**src/pcs_rx_pkg.sv**
```systemverilog
`default_nettype none

package pcs_rx_pkg;

        // Sync header values of a 66b block
        localparam logic [1:0] SYNC_DATA = 2'b01;       // Eight data octets follow
        localparam logic [1:0] SYNC_CTRL = 2'b10;       // Block type byte leads payload

        // Block type field of control blocks
        localparam logic [7:0] BT_IDLE  = 8'h1E;        // All control characters
        localparam logic [7:0] BT_START = 8'h78;        // Start in lane 0

        // Terminate types, T0 through T7
        localparam int N_TERM_TYPES = 8;
        localparam logic [N_TERM_TYPES-1:0][7:0] BT_TERM_LIST = {
                8'h87,
                8'h99,
                8'hAA,
                8'hB4,
                8'hCC,
                8'hD2,
                8'hE1,
                8'hFF
        };

        // Control view of the payload word
        typedef struct packed {
                logic [7:0]  block_type;        // First octet after sync header
                logic [55:0] ctrl_body;         // Control characters / data octets
        } ctrl_view_t;

        // Same 64-bit payload, data or control interpretation
        typedef union packed {
                logic [7:0][7:0] data_bytes;    // Data block octets
                ctrl_view_t      ctrl;          // Control block fields
        } blk_payload_u;

        // One received block plus the marker flag from the aligner
        typedef struct packed {
                logic [1:0]   sync_hdr;
                blk_payload_u payload;
                logic         sol_tag;          // Set on alignment markers
        } rx_block_t;

        // Class of a block as seen by the receive state machine
        typedef enum logic [2:0] {
                BLK_DATA  = 3'd0,
                BLK_IDLE  = 3'd1,
                BLK_START = 3'd2,
                BLK_TERM  = 3'd3,
                BLK_OCTRL = 3'd4,
                BLK_ERR   = 3'd5
        } blk_class_e;

        // Idle used to repay dropped markers
        localparam rx_block_t PCS_IDLE_BLOCK = rx_block_t'({
                SYNC_CTRL,
                BT_IDLE,
                56'h0,
                1'b0
        });

endpackage

`default_nettype wire

```
**src/am_marker_tracker.sv**
```systemverilog
`default_nettype none

module am_marker_tracker
        import pcs_rx_pkg::*;
#(
        parameter int MAX_DEBT = 20             // One idle owed per lane marker
)
(
        input  wire             i_clock,
        input  wire             i_rst_n,
        input  wire             i_in_valid,
        input  wire rx_block_t  i_in_block,
        input  wire             i_fifo_full,
        input  wire             i_idle_paid,
        output logic            o_in_ready,
        output logic            o_wr_en,
        output rx_block_t       o_wr_block,
        output logic            o_debt_pending
);

        localparam int DEBT_W = $clog2(MAX_DEBT + 1);          // Holds 0..MAX_DEBT
        localparam logic [DEBT_W-1:0] DEBT_CAP = DEBT_W'(MAX_DEBT);

        logic              accept;             // Upstream handshake
        logic              marker_in;          // Accepted block is a marker
        logic [DEBT_W-1:0] debt_q;             // Idles still owed

        // Room in the FIFO is the only thing that stalls upstream
        assign o_in_ready = ~i_fifo_full;
        assign accept     = i_in_valid & o_in_ready;

        // Markers are swallowed here, everything else goes to the FIFO
        assign marker_in  = accept & i_in_block.sol_tag;
        assign o_wr_en    = accept & ~i_in_block.sol_tag;
        assign o_wr_block = i_in_block;         // Tag already clear on written blocks

        // Debt counter
        // Marker adds one, paid idle removes one, both at once cancel
        always_ff @(posedge i_clock or negedge i_rst_n)
        begin
                if (!i_rst_n)
                begin
                        debt_q <= '0;
                end
                else
                begin
                        case ({marker_in, i_idle_paid})
                                2'b10:
                                begin
                                        if (debt_q != DEBT_CAP)        // Saturate
                                                debt_q <= debt_q + DEBT_W'(1);
                                end
                                2'b01:
                                begin
                                        if (debt_q != '0)               // Never wrap below zero
                                                debt_q <= debt_q - DEBT_W'(1);
                                end
                                default:
                                begin
                                        debt_q <= debt_q;       // Idle, or marker and pay together
                                end
                        endcase
                end
        end

        // Compensator only needs to know if anything is owed
        assign o_debt_pending = (debt_q != '0);

endmodule

`default_nettype wire

```
**src/block_classifier.sv**
```systemverilog
`default_nettype none

module block_classifier
        import pcs_rx_pkg::*;
(
        input  wire             i_clock,
        input  wire             i_rst_n,
        input  wire rx_block_t  i_head,
        input  wire             i_emit_valid,
        input  wire blk_class_e i_emit_class,
        input  wire             i_head_stall,   // Head block on output, not taken
        output blk_class_e      o_head_class,
        output logic            o_between_pkts
);

        logic       is_term;                    // Head type byte is a terminate
        logic [7:0] head_type;                  // Control view of the head
        logic       between_q;                  // Receiver outside a packet
        logic       hold_q;                     // Head was stalled last cycle

        assign head_type = i_head.payload.ctrl.block_type;

        // Match against the eight terminate encodings
        always_comb
        begin
                is_term = 1'b0;
                for (int i = 0; i < N_TERM_TYPES; i++)
                begin
                        if (head_type == BT_TERM_LIST[i])
                                is_term = 1'b1;
                end
        end

        // Head classification, header first then type byte
        always_comb
        begin
                case (i_head.sync_hdr)
                        SYNC_DATA:
                        begin
                                o_head_class = BLK_DATA;
                        end
                        SYNC_CTRL:
                        begin
                                if (head_type == BT_IDLE)
                                        o_head_class = BLK_IDLE;
                                else if (head_type == BT_START)
                                        o_head_class = BLK_START;
                                else if (is_term)
                                        o_head_class = BLK_TERM;
                                else
                                        o_head_class = BLK_OCTRL;  // Ordered sets and the rest
                        end
                        default:
                        begin
                                o_head_class = BLK_ERR;         // 00 and 11 are invalid
                        end
                endcase
        end

        // Packet state, follows what actually left the output
        always_ff @(posedge i_clock or negedge i_rst_n)
        begin
                if (!i_rst_n)
                begin
                        between_q <= 1'b1;              // Start between packets
                        hold_q    <= 1'b0;
                end
                else
                begin
                        hold_q <= i_head_stall;
                        if (i_emit_valid)
                        begin
                                case (i_emit_class)
                                        BLK_IDLE, BLK_TERM, BLK_OCTRL:
                                                between_q <= 1'b1;
                                        BLK_START, BLK_DATA:
                                                between_q <= 1'b0;
                                        default:
                                                between_q <= between_q; // ERR keeps state
                                endcase
                        end
                end
        end

        // No insertion may displace a head block already on the output
        assign o_between_pkts = between_q & ~hold_q;

endmodule

`default_nettype wire

```
**src/sync_fifo.sv**
```systemverilog
`default_nettype none

module sync_fifo
        import pcs_rx_pkg::*;
#(
        parameter int FIFO_DEPTH = 16           // Power of two
)
(
        input  wire             i_clock,
        input  wire             i_rst_n,
        input  wire             i_wr_en,
        input  wire rx_block_t  i_wr_block,
        input  wire             i_rd_en,
        output rx_block_t       o_head,
        output logic            o_full,
        output logic            o_empty
);

        localparam int ADDR_W = $clog2(FIFO_DEPTH);

        rx_block_t       mem [FIFO_DEPTH];      // Block storage
        logic [ADDR_W:0] wr_ptr_q;              // Extra MSB tells full from empty
        logic [ADDR_W:0] rd_ptr_q;
        logic            do_wr;
        logic            do_rd;

        // Flags from pointer compare
        assign o_empty = (wr_ptr_q == rd_ptr_q);
        assign o_full  = (wr_ptr_q[ADDR_W] != rd_ptr_q[ADDR_W]) &&
                         (wr_ptr_q[ADDR_W-1:0] == rd_ptr_q[ADDR_W-1:0]);

        // Overflow and underflow requests are dropped
        assign do_wr = i_wr_en & ~o_full;
        assign do_rd = i_rd_en & ~o_empty;

        // First-word fall-through view of the oldest entry
        assign o_head = mem[rd_ptr_q[ADDR_W-1:0]];

        always_ff @(posedge i_clock)
        begin
                if (do_wr)
                        mem[wr_ptr_q[ADDR_W-1:0]] <= i_wr_block;
        end

        // Pointers
        always_ff @(posedge i_clock or negedge i_rst_n)
        begin
                if (!i_rst_n)
                begin
                        wr_ptr_q <= '0;
                        rd_ptr_q <= '0;
                end
                else
                begin
                        if (do_wr)
                                wr_ptr_q <= wr_ptr_q + (ADDR_W + 1)'(1);
                        if (do_rd)
                                rd_ptr_q <= rd_ptr_q + (ADDR_W + 1)'(1);
                end
        end

endmodule

`default_nettype wire

```
**src/clock_comp_rx.sv**
```systemverilog
`default_nettype none

module clock_comp_rx
        import pcs_rx_pkg::*;
(
        input  wire             i_debt_pending,
        input  wire             i_between_pkts,
        input  wire rx_block_t  i_head,
        input  wire blk_class_e i_head_class,
        input  wire             i_fifo_empty,
        input  wire             i_out_ready,
        output logic            o_out_valid,
        output rx_block_t       o_out_block,
        output logic            o_rd_en,
        output logic            o_idle_paid,
        output logic            o_emit_valid,
        output blk_class_e      o_emit_class,
        output logic            o_head_stall
);

        logic insert;                           // Present an idle this cycle
        logic handshake;                        // Output block taken

        // Idles go in only while the receiver waits for control blocks,
        // so the downstream decoder never sees one inside a packet
        assign insert = i_debt_pending & i_between_pkts;

        // Something to offer if owed or buffered
        assign o_out_valid = insert | ~i_fifo_empty;

        always_comb
        begin
                if (insert)
                        o_out_block = PCS_IDLE_BLOCK;
                else
                        o_out_block = i_head;
                o_out_block.sol_tag = 1'b0;     // Never tagged downstream
        end

        assign handshake = o_out_valid & i_out_ready;

        // Exactly one source is consumed per handshake
        assign o_idle_paid = handshake & insert;        // Repay one idle
        assign o_rd_en     = handshake & ~insert;       // Pop the FIFO

        // Report to the classifier what went out
        assign o_emit_valid = handshake;
        assign o_emit_class = insert ? BLK_IDLE : i_head_class;

        // Head waiting on the output, keeps later debt from replacing it
        assign o_head_stall = o_out_valid & ~i_out_ready & ~insert;

endmodule

`default_nettype wire

```
**src/pcs_rx_clock_comp_top.sv**
```systemverilog
`default_nettype none

module pcs_rx_clock_comp_top
        import pcs_rx_pkg::*;
#(
        parameter int FIFO_DEPTH = 16,          // Blocks of elasticity
        parameter int MAX_DEBT   = 20           // Number of lanes
)
(
        input  wire             i_clock,
        input  wire             i_rst_n,
        input  wire             i_in_valid,
        input  wire rx_block_t  i_in_block,
        output logic            o_in_ready,
        output logic            o_out_valid,
        output rx_block_t       o_out_block,
        input  wire             i_out_ready
);

        logic       fifo_full;
        logic       fifo_empty;
        logic       wr_en;
        rx_block_t  wr_block;
        logic       rd_en;
        rx_block_t  head;                       // Oldest buffered block
        blk_class_e head_class;
        logic       between_pkts;
        logic       debt_pending;
        logic       idle_paid;
        logic       emit_valid;
        blk_class_e emit_class;
        logic       head_stall;

        am_marker_tracker #(.MAX_DEBT(MAX_DEBT)) am_marker_tracker_inst (
                .i_clock        (i_clock),
                .i_rst_n        (i_rst_n),
                .i_in_valid     (i_in_valid),
                .i_in_block     (i_in_block),
                .i_fifo_full    (fifo_full),
                .i_idle_paid    (idle_paid),
                .o_in_ready     (o_in_ready),
                .o_wr_en        (wr_en),
                .o_wr_block     (wr_block),
                .o_debt_pending (debt_pending)
        );

        sync_fifo #(.FIFO_DEPTH(FIFO_DEPTH)) sync_fifo_inst (
                .i_clock        (i_clock),
                .i_rst_n        (i_rst_n),
                .i_wr_en        (wr_en),
                .i_wr_block     (wr_block),
                .i_rd_en        (rd_en),
                .o_head         (head),
                .o_full         (fifo_full),
                .o_empty        (fifo_empty)
        );

        block_classifier block_classifier_inst (
                .i_clock        (i_clock),
                .i_rst_n        (i_rst_n),
                .i_head         (head),
                .i_emit_valid   (emit_valid),
                .i_emit_class   (emit_class),
                .i_head_stall   (head_stall),
                .o_head_class   (head_class),
                .o_between_pkts (between_pkts)
        );

        clock_comp_rx clock_comp_rx_inst (
                .i_debt_pending (debt_pending),
                .i_between_pkts (between_pkts),
                .i_head         (head),
                .i_head_class   (head_class),
                .i_fifo_empty   (fifo_empty),
                .i_out_ready    (i_out_ready),
                .o_out_valid    (o_out_valid),
                .o_out_block    (o_out_block),
                .o_rd_en        (rd_en),
                .o_idle_paid    (idle_paid),
                .o_emit_valid   (emit_valid),
                .o_emit_class   (emit_class),
                .o_head_stall   (head_stall)
        );

endmodule

`default_nettype wire

```
**config.mk**
```make
export PLATFORM = sky130hd
export DESIGN_NAME = pcs_rx_clock_comp_top
export DESIGN_NICKNAME = d
export VERILOG_FILES = /design/src/pcs_rx_pkg.sv /design/src/am_marker_tracker.sv /design/src/block_classifier.sv /design/src/sync_fifo.sv /design/src/clock_comp_rx.sv /design/src/pcs_rx_clock_comp_top.sv
export SDC_FILE = /design/constraint.sdc
export NUM_CORES = 1
export LEC_CHECK = 0
export BUFFER_PORTS_ARGS = -buffer_cell sky130_fd_sc_hd__buf_2
export CAP_MARGIN = 20
export CORE_ASPECT_RATIO = 1.25
export CORE_UTILIZATION = 40
export DETAILED_ROUTE_END_ITERATION = 8
export SETUP_SLACK_MARGIN = 0.1
export SLEW_MARGIN = 30
export SYNTH_ARGS = -nofsm -noshare
export SYNTH_HDL_FRONTEND = slang
export SYNTH_HIERARCHICAL = 1
export SYNTH_SLANG_ARGS = --single-unit
```
**constraint.sdc**
```tcl
create_clock -name i_clock -period 9.37 [get_ports i_clock]
set_input_delay 1.4055 -clock i_clock [delete_from_list [all_inputs] [get_ports i_clock]]
set_output_delay 1.4055 -clock i_clock [all_outputs]
set_load 0.05 [all_outputs]
```
After elaboration in Yosys (flattened, before gate mapping)
Memories as Yosys holds them, arrays and structs flattened. Cells that the tools add are included.

Flip-flop bits (word level): 17. RAM bits: 1072. Input port bits: 71. Output and inout bits: 69. Logic and storage cells: 82. Memories kept: 1.

Memories: sync_fifo_inst.mem (depth 16, width 67, rd ports 1, clocked after memory_dff 0, wr ports 1, line sync_fifo.sv:21) `rx_block_t mem [FIFO_DEPTH];`.

$add $sub $neg: 4. Equal/unequal tests: 24. Multiplexer cells: 20. Bitwise operators: 19. Reduce and logical (&&, ||, !) cells: 9.

Operators by type and width (count): two-way mux 67 bit (1); equality test 8 bit, second input constant (8); adder 5 x 1 -> 5 bit, second input constant (3); AND 1 bit (12); two-way mux 3 bit (4); two-way mux 1 bit (10); two-way mux 5 bit (2); one-hot mux 5 bit (2 select lines) (1); equality test 8 x 5 -> 1 bit, second input constant (1); equality test 8 x 7 -> 1 bit, second input constant (1); equality test 3 x 2 -> 1 bit, second input constant (2); NOT 1 bit (6); one-hot mux 3 bit (2 select lines) (1); equality test 5 bit (1); inequality test 5 bit, second input constant (1); nonzero test 5 bit (1); subtractor 5 x 1 -> 5 bit, second input constant (1); equality test 2 x 1 -> 1 bit, second input constant (2); equality test 2 bit, second input constant (2); equality test 4 bit (1); inequality test 2 x 1 -> 1 bit, second input constant (2); nonzero test 2 bit (2); equality test 3 x 1 -> 1 bit, second input constant (1); equality test 3 bit, second input constant (1); other kinds (9) (9).

Logic depth before layout (Yosys ltp)
Gate-level depths: netlist of the first run. An unclocked memory read counts as a cell.

Word-level depth: 19. Mapped depth: 17. Gate-level depth less buffers: 13.

Hierarchy
Netlist of the first run, hierarchy kept.

Modules (own cells, without submodules): sync_fifo (instances 1, cells an instance 1861, area an instance 41527.3 um^2, sequential area each 32441.1 um^2); am_marker_tracker (instances 1, cells an instance 106, area an instance 904.6 um^2, sequential area each 125.1 um^2); clock_comp_rx (instances 1, cells an instance 85, area an instance 705.7 um^2, sequential area each 0.0 um^2); block_classifier (instances 1, cells an instance 37, area an instance 321.6 um^2, sequential area each 51.3 um^2).

Worst setup path before layout of the first run
No wires, ideal clock.

Kind: input to register. Start point: input i_in_block[0] in the netlist's numbering. End point: memory sync_fifo_inst/mem[3][0] in the netlist's numbering (enable). Setup time: 0.574 ns. Data arrival time: 6.807 ns. Required time: 8.796 ns. Slack: 1.989 ns. Stages: 4. Buffers on the path: 0. Cell sequence: nor3b_1 > nand2_1 > o21bai_2 > nor3_1.

Cells in the longest elaborated chain, start to end: 5.

RTL lines: from (decl) (line pcs_rx_clock_comp_top.sv:13) `input wire rx_block_t i_in_block,`; NOT 1 bit (line am_marker_tracker.sv:34) `assign o_wr_en = accept & ~i_in_block.sol_tag;`; AND 1 bit (line am_marker_tracker.sv:34); AND 1 bit (line sync_fifo.sv:33) `assign do_wr = i_wr_en & ~o_full;`; two-way mux 1 bit (line sync_fifo.sv:41) `if (do_wr)`; two-way mux 1 bit (implied by the code) (line sync_fifo.sv:42) `mem[wr_ptr_q[ADDR_W-1:0]] <= i_wr_block;`; to (decl) (line sync_fifo.sv:21).

Every way passes these cells.

==> results of run 1 <==
[metrics by stage]
stage | setup slack [ns] | util, %
global placement | 3.61 | 42.2
global route | 2.91 | 45.4
detailed placement | 3.78 | 42.3
floorplan | 2.06 | -
finish | 3.13 | 45.4
CTS | 3.02 | 45.4
[power groups by stage]
stage | Combinational (W) | Clock [W] | Sequential [W]
after floorplan | 0.00445 | 0 | 0.00574
after global placement | 0.00558 | 0 | 0.00585
after detailed placement | 0.00564 | 0 | 0.00587
after CTS | 0.00565 | 0.00410 | 0.00577
after global routing | 0.00591 | 0.00428 | 0.00579
final | 0.00557 | 0.00401 | 0.00577
[state kept, by name, indices dropped and copies added, names as in the netlist]
register	flops
sync_fifo_inst/mem	1056
am_marker_tracker_inst/debt_q	5
sync_fifo_inst/rd_ptr_q	5
sync_fifo_inst/wr_ptr_q	5
block_classifier_inst/between_q	1
block_classifier_inst/hold_q	1
[metal layers]
layer  track usage (%)  share of wire [%]  vias up  routed length, um
met3              3.19                4.9      181               4860
met5                 0              0.086        -                 85
met4              5.82                2.4       14               2420
met1              23.5                 41    11000              40600
met2              32.1                 52      531              51300
li1                  -                  -     8719                  -
[worst max path at each step]
stage | endpoint | cells after the start
final | o_out_block[63] | 8
after global routing | o_out_block[63] | 8
after CTS | o_out_block[63] | 8
after detailed placement | o_out_block[63] | 8
after global placement | o_out_block[31] | 8
after floorplan | sync_fifo_inst/mem[3][10]$_DFFE_PP_ | 4
[worst max-delay path, cell delays in order, from the launching register on]
cell and delay, ns:
dfrtp_4 0.95, buf_4 0.86, buf_4 0.74, mux2i_1 0.16, a22oi_1 0.30, mux2i_1 0.12
o21ai_1 0.46, and2_4 0.25, buf_2 0.26
[area by class of cell]
type	count	area [um2]	share of cell area, %
timing repair buffer	188	1160	2.41
clock inverter	62	488	1.02
sequential	1073	32100	67.0
clock buffer	129	2780	5.80
inverter	9	35.0	0.0730
multi-input combinational	796	9560	19.9
antenna	5	12.5	0.0261
tap	1417	1770	3.70
==> results.cfg, run 1 <==
[floorplan]
placementRows = 133
initial_core_util_pct = 40.6
dieArea_um2 = 108000
core_area_um2 = 106000
ios = 140
die_y_um = 368
die_width_um = 295

[route]
routed_wirelength_mm = 99.3
dr_total_vias = 20400
post_drt_wl_per_cell_um = 27.0
detail-route-antenna-nets = 0
dr.pass1.iters = 5
drc = 0
vias_per_cell = 5.55
drtIter0Drc = 1789

[power]
pwr-share-clk_pct = 26.1
powerDensity_nw_per_um2 = 320
p_int_w = 0.00989
pwr-share-comb_pct = 36.3
p_leak_nw = 15.5
power.switching_w = 0.00545
p_sw_share_pct = 35.5
p_total_w = 0.0153
seq_power_share_pct = 37.6
ir_drop_mv = 0.206

[logic_synthesis]
synth_nets = 2141
avgSynthCellArea_um2 = 20.8
syn-instance-count = 2063
synth.cell_area_um2 = 42900
yosysWarningCount = 6

[final_layout]
area_growth_pct = 11.9
drive_above_1_share_pct = 27.7
final_common_cell = edfxtp_1
design_area_um2 = 48000
fin_nets = 2250
fillers = 8809
layout_common_cells = 1056 x edfxtp_1, 198 x mux4_2, 198 x mux2i_1, 138 x buf_2, 108 x clkbuf_16
layoutNonFillerInstCount = 3679

[timing]
worst_slew_pin_slew_ns = 1.04
relSlewSlack_pct = 30.4
drv_slew = 0
finalHoldViolations = 0
fin_crit_ns = 6.24
setup_viol = 0
rsz0062_at_grt = false
fin_tns_setup_ns = 0
whs_ns = 0.498
clock_skew_ns = 0.0283
period_share_pct = 66.6
max_clock_freq_mhz = 160

[clocking]
numCtsBuffers = 104
clkSinkCount = 1073
hold_buffers = 0
cts_tree = yes
clkSlewWorstSetupHoldPaths_ns = 0.06
cts-htree-levels = 3
insertion_delay_ns = 0.71
clk_path_buf_depth = 3
clock-root-buffer = clkbuf_16
cts_resized = 0
cts_setup_buffers = 0

[min_path]
worstHoldStart = block_classifier_inst/between_q$_DFFE_PN1P_
worstHoldPathCells = 2
hold_end = block_classifier_inst/between_q$_DFFE_PN1P_
hold_class = reg -> reg

[status]
status = completed

[grt]
grt_pass1_wl_mm = 145
grt_pass1_vias = 21500
grt_max_degree = 70
antenna_found_initial = 18
grt_util_all_layers_pct = 18.5
overflow = 0

[critical_path]
cp-end-kind = output port
r2r-end = sync_fifo_inst/mem[6][25]$_DFFE_PP_
worst_setup_path_start_kind = flip-flop
ff2ff_setup_slack_ns = 3.78
path_max_fanout = 54
worstPathArrival_ns = 4.83
timing.rr.start = sync_fifo_inst/rd_ptr_q[3]$_DFFE_PN0P_
reg2reg_depth = 9
required_ns = 7.96
crit_start = sync_fifo_inst/rd_ptr_q[1]$_DFFE_PN0P_
crit_type = reg -> out

[placement]
portBuffers = 138
hpwl_mm = 50.5
dp.cells = 3482
place_area_um2 = 44700
gp_congestion = 0.722

[job]
cap_violations = 0
(Power assumes the default switching activity.)
==> run 2: changes to the inputs <==
clock period = 5.5 ns   (was 9.37 ns; I/O delays follow)
==> run 2 against run 1 <==
  * Die area unchanged
  * Sequential share of layout area decreased by 0.58 points
  * Sequential power increased by 71%
  * Non-clock buffer count decreased by 7
  * Routed wire length decreased by 3.1%
  * Clock power increased by 84%
  * Register-to-register slack got worse by 2.5 ns
  * Hold slack got worse by 0.41 ns
  * Combinational power increased by 71%
  * Global-route usage decreased by 0.66 points
  * Largest cell class unchanged
==> results.cfg, run 2 (same netlist as run 1, synthesis figures left out) <==
[timing]
fin_crit_ns = 4.61
relSlewSlack_pct = 31.9
setup_viol = 0
clock_skew_ns = 0.0178
worst_slew_pin_slew_ns = 1.02
period_share_pct = 83.8
fin_tns_setup_ns = 0
finalHoldViolations = 0
max_clock_freq_mhz = 217
rsz0062_at_grt = false
drv_slew = 0
whs_ns = 0.0842
layout_setup_ws_ns = 0.893

[final_layout]
layoutNonFillerInstCount = 3664
fin_nets = 2241
drive_above_1_share_pct = 28.2
largest_reg_flops = 1056
final_common_cell = edfxtp_1
layout_common_cells = 1056 x edfxtp_1, 198 x mux4_2, 198 x mux2i_1, 138 x buf_2, 103 x clkbuf_16
fillers = 8735
area_growth_pct = 12.9
seq_area_um2 = 32100
multi_input_area_um2 = 9600

[placement]
place_ws_ns = 1.19
hpwl_mm = 51.0
gp_congestion = 0.787
portBuffers = 138
dp.cells = 3475

[min_path]
hold_class = in -> async

[critical_path]
required_ns = 4.68
path_max_fanout = 34
crit_type = reg -> out
worst_setup_path_start_kind = flip-flop
worstPathArrival_ns = 3.78
critPathMaxStageDelay_ns = 0.78
slowest_stage = dfrtp_4
cp-end-kind = output port
path_cells = buf_4, buf_4, mux2i_1, a22oi_1, mux2i_1, o21ai_1, and2_1, buf_2
critPathTopFamily = buffers and inverters
critPathBufInv = 3

[floorplan]
die_y_um = 368
core_area_um2 = 106000
initial_core_util_pct = 40.6
ios = 140
placementRows = 133
dieArea_um2 = 108000
die_width_um = 295

[route]
dr_total_vias = 20200
dr.pass1.iters = 5
detail-route-antenna-nets = 0
vias_per_cell = 5.51
drc = 0
routed_wirelength_mm = 96.2
post_drt_wl_per_cell_um = 26.3
drtIter0Drc = 1702

[clocking]
clkSinkCount = 1073
numCtsBuffers = 102
cts-htree-levels = 3
cts_tree = yes
clock-root-buffer = clkbuf_16
clk_path_buf_depth = 3
cts_setup_buffers = 0
insertion_delay_ns = 0.68
hold_buffers = 0
clkSlewWorstSetupHoldPaths_ns = 0.07
cts_resized = 0

[power]
powerDensity_nw_per_um2 = 553
p_leak_nw = 15.6
ir_drop_mv = 0.514

[job]
cap_violations = 0

[grt]
grt_pass1_wl_mm = 142
overflow = 0
grt_max_degree = 104
antenna_found_initial = 10
grt_util_all_layers_pct = 17.8
grt_pass1_vias = 21000

[status]
status = completed
[run 2: final cells by class]
cell class | count | share of cell area, %
clock buffer | 118 | 5.44
tap | 1417 | 3.66
antenna | 2 | 0.0103
inverter | 9 | 0.0698
timing repair buffer | 181 | 2.60
multi-input combinational | 796 | 19.8
sequential | 1073 | 66.5
clock inverter | 68 | 1.92
[run 2: report_power, final]
group | switching, W | total (W) | internal, W | leakage (nW)
logic | 0.00593 | 0.00950 | 0.00357 | 4.19
registers | 0.000368 | 0.00985 | 0.00948 | 9.71
clock network | 0.00300 | 0.00739 | 0.00439 | 1.71
total | 0.00930 | 0.0267 | 0.0174 | 15.6
[run 2: stage by stage]
stage	util (%)	total power, W	cell area (um2)
2_1_floorplan	-	0.0174	42900
3_3_place_gp	42.4	0.0196	44800
3_5_place_dp	42.4	0.0197	44800
4_1_cts	45.8	0.0271	48400
5_1_grt	45.8	0.0278	48400
6_report	45.8	0.0267	48400
[run 2: worst reg2reg max path, cell delays in order, from the launching register on]
cell and delay, ns:
dfrtp_4 0.97, xnor2_1 0.19, nand4_2 0.32, nor2_1 0.13
nor3b_1 0.60, o211ai_1 0.50, nor2_4 0.87, buf_4 0.39
[run 2: metal layers]
metal | up-vias | part of all wire [%] | global-route usage [%]
li1 | 8700 | - | -
met1 | 10800 | 41 | 23.0
met2 | 508 | 53 | 31.6
met3 | 117 | 4.6 | 2.46
met4 | 4 | 1.7 | 4.26
met5 | - | 0.029 | 0
[run 2: final timing paths]
check	endpoint	from	cells after the start	slack, ns
max	o_out_block[10]	sync_fifo_inst/rd_ptr_q[1]$_DFFE_PN0P_	8	0.89
min	am_marker_tracker_inst/debt_q[3]$_DFFE_PN0P_	i_rst_n	1	0.08
max reg2reg	sync_fifo_inst/mem[5][50]$_DFFE_PP_	sync_fifo_inst/rd_ptr_q[3]$_DFFE_PN0P_	7	1.24
min reg2reg	block_classifier_inst/between_q$_DFFE_PN1P_	block_classifier_inst/between_q$_DFFE_PN1P_	2	0.50
max in group asynchronous	block_classifier_inst/between_q$_DFFE_PN1P_	i_rst_n	1	5.09
min in group i_clock	block_classifier_inst/hold_q$_DFF_PN0_	i_out_ready	2	0.36
==> run 3: changes to the inputs <==
clock period = 3.7 ns   (was 5.5 ns; I/O delays follow)
==> run 3 against run 2 <==
  * Critical path depth did not move
  * Sequential power increased by 47%
  * Setup slack worse by 0.74 ns
  * Clock skew is 0.028 ns higher
==> results.cfg, run 3 (same netlist as run 1, synthesis figures left out) <==
[timing]
relSlewSlack_pct = 59.1
rsz0062_at_grt = true
fin_tns_setup_ns = 0
fin_crit_ns = 3.55
max_clock_freq_mhz = 282
worst_slew_pin_slew_ns = 0.612
finalHoldViolations = 0
setup_viol = 0
period_share_pct = 95.9
clock_skew_ns = 0.0460
drv_slew = 0
whs_ns = 0.0632

[floorplan]
ios = 140
die_y_um = 368
dieArea_um2 = 108000
core_area_um2 = 106000
placementRows = 133
die_width_um = 295
initial_core_util_pct = 40.6

[route]
dr.pass1.iters = 5
routed_wirelength_mm = 108
post_drt_wl_per_cell_um = 28.5
vias_per_cell = 5.65
detail-route-antenna-nets = 0
dr_total_vias = 21400
drc = 0
drtIter0Drc = 1807

[min_path]
hold_class = in -> reg

[critical_path]
path_max_fanout = 5
cp-end-kind = output port
crit_type = reg -> out
required_ns = 3.14
worst_setup_path_start_kind = flip-flop
worstPathArrival_ns = 2.99
ff2ff_setup_slack_ns = 0.31

[power]
p_total_w = 0.0414
p_leak_nw = 16.4
powerDensity_nw_per_um2 = 826
ir_drop_mv = 0.523

[clocking]
clk_path_buf_depth = 3
clock-root-buffer = clkbuf_16
cts-htree-levels = 3
cts_tree = yes
clkSlewWorstSetupHoldPaths_ns = 0.06
numCtsBuffers = 101
clkSinkCount = 1073
insertion_delay_ns = 0.70

[final_layout]
drive_above_1_share_pct = 32.5
layoutNonFillerInstCount = 3779
fillers = 8606
design_area_um2 = 50200
final_common_cell = edfxtp_1
fin_nets = 2349
layout_common_cells = 1056 x edfxtp_1, 198 x mux4_2, 198 x mux2i_1, 120 x buf_2, 107 x clkbuf_16
area_growth_pct = 17.0
largest_reg_flops = 1056

[grt]
overflow = 0
grt_pass1_wl_mm = 155
grt_pass1_vias = 22200
grt_util_all_layers_pct = 19.7
antenna_found_initial = 20
grt_max_degree = 63

[job]
cap_violations = 0

[status]
status = completed

[placement]
dp.cells = 3534
hpwl_mm = 56.6
place_area_um2 = 45800
portBuffers = 138
gp_congestion = 0.782
## run 3: worst paths after layout
kind | start | to | depth (start not counted)
worst min register to register | block_classifier_inst/between_q$_DFFE_PN1P_ | block_classifier_inst/between_q$_DFFE_PN1P_ | 2
worst max register to register | sync_fifo_inst/rd_ptr_q[0]$_DFFE_PN0P_ | block_classifier_inst/between_q$_DFFE_PN1P_ | 16
worst min-delay path | i_out_ready | block_classifier_inst/hold_q$_DFF_PN0_ | 2
min in group asynchronous | i_rst_n | am_marker_tracker_inst/debt_q[2]$_DFFE_PN0P_ | 2
max in group asynchronous | i_rst_n | sync_fifo_inst/rd_ptr_q[1]$_DFFE_PN0P_ | 2
worst max-delay path | sync_fifo_inst/rd_ptr_q[0]$_DFFE_PN0P_ | o_out_block[59] | 8
## run 3: worst max-delay path, stage by stage, from the launching register on
cell and delay [ns]:
dfrtp_4 0.42, buf_4 0.20, buf_8 0.16, mux4_2 0.49, a32oi_1 0.26, o21ai_2 0.16
buf_4 0.17, nand2b_1 0.21, buf_4 0.23
## run 3: where the power goes
group          switching [W]  leakage, nW  total (W)  internal (W)
clock network        0.00458         1.57     0.0101       0.00553
registers           0.000369         9.71     0.0145        0.0141
logic                0.00993         5.13     0.0169       0.00695
total                 0.0149         16.4     0.0414        0.0266
## run 3: final cells by class
class                           instances  area (um2)  area share [%]
Antenna cell                            4        10.0          0.0200
Multi-Input combinational cell        797        9790            19.5
Inverter                                9        33.8          0.0674
Clock buffer                          118        2610            5.21
Tap cell                             1417        1770            3.54
Timing Repair Buffer                  289        3160            6.30
Clock inverter                         72         624            1.24
Sequential cell                      1073       32200            64.1
## run 3: stage by stage
| stage | setup WS [ns] | utilization, % |
|---|---|---|
| after floorplan | -0.155 | - |
| after global placement | 0.308 | 43.3 |
| after detailed placement | 0.305 | 43.3 |
| after CTS | 0.0349 | 47.0 |
| after global routing | 0.0144 | 47.5 |
| final | 0.152 | 47.5 |
## run 3: timing repair
action,4_1_cts,5_1_grt
hold buffers,1,0
setup endpoints to repair,67,54
pin swaps,1,8
gates resized for setup,53,45
hold endpoints to repair,16,0
gates cloned,10,5
buffers inserted,15,20
## run 3: layer usage
| layer | routed length (um) | vias up | track usage, % |
|---|---|---|---|
| met5 | 134 | - | 0 |
| met4 | 2290 | 20 | 5.09 |
| met3 | 6290 | 174 | 3.34 |
| met2 | 55200 | 637 | 33.8 |
| met1 | 43700 | 11600 | 25.9 |
| li1 | - | 8963 | - |
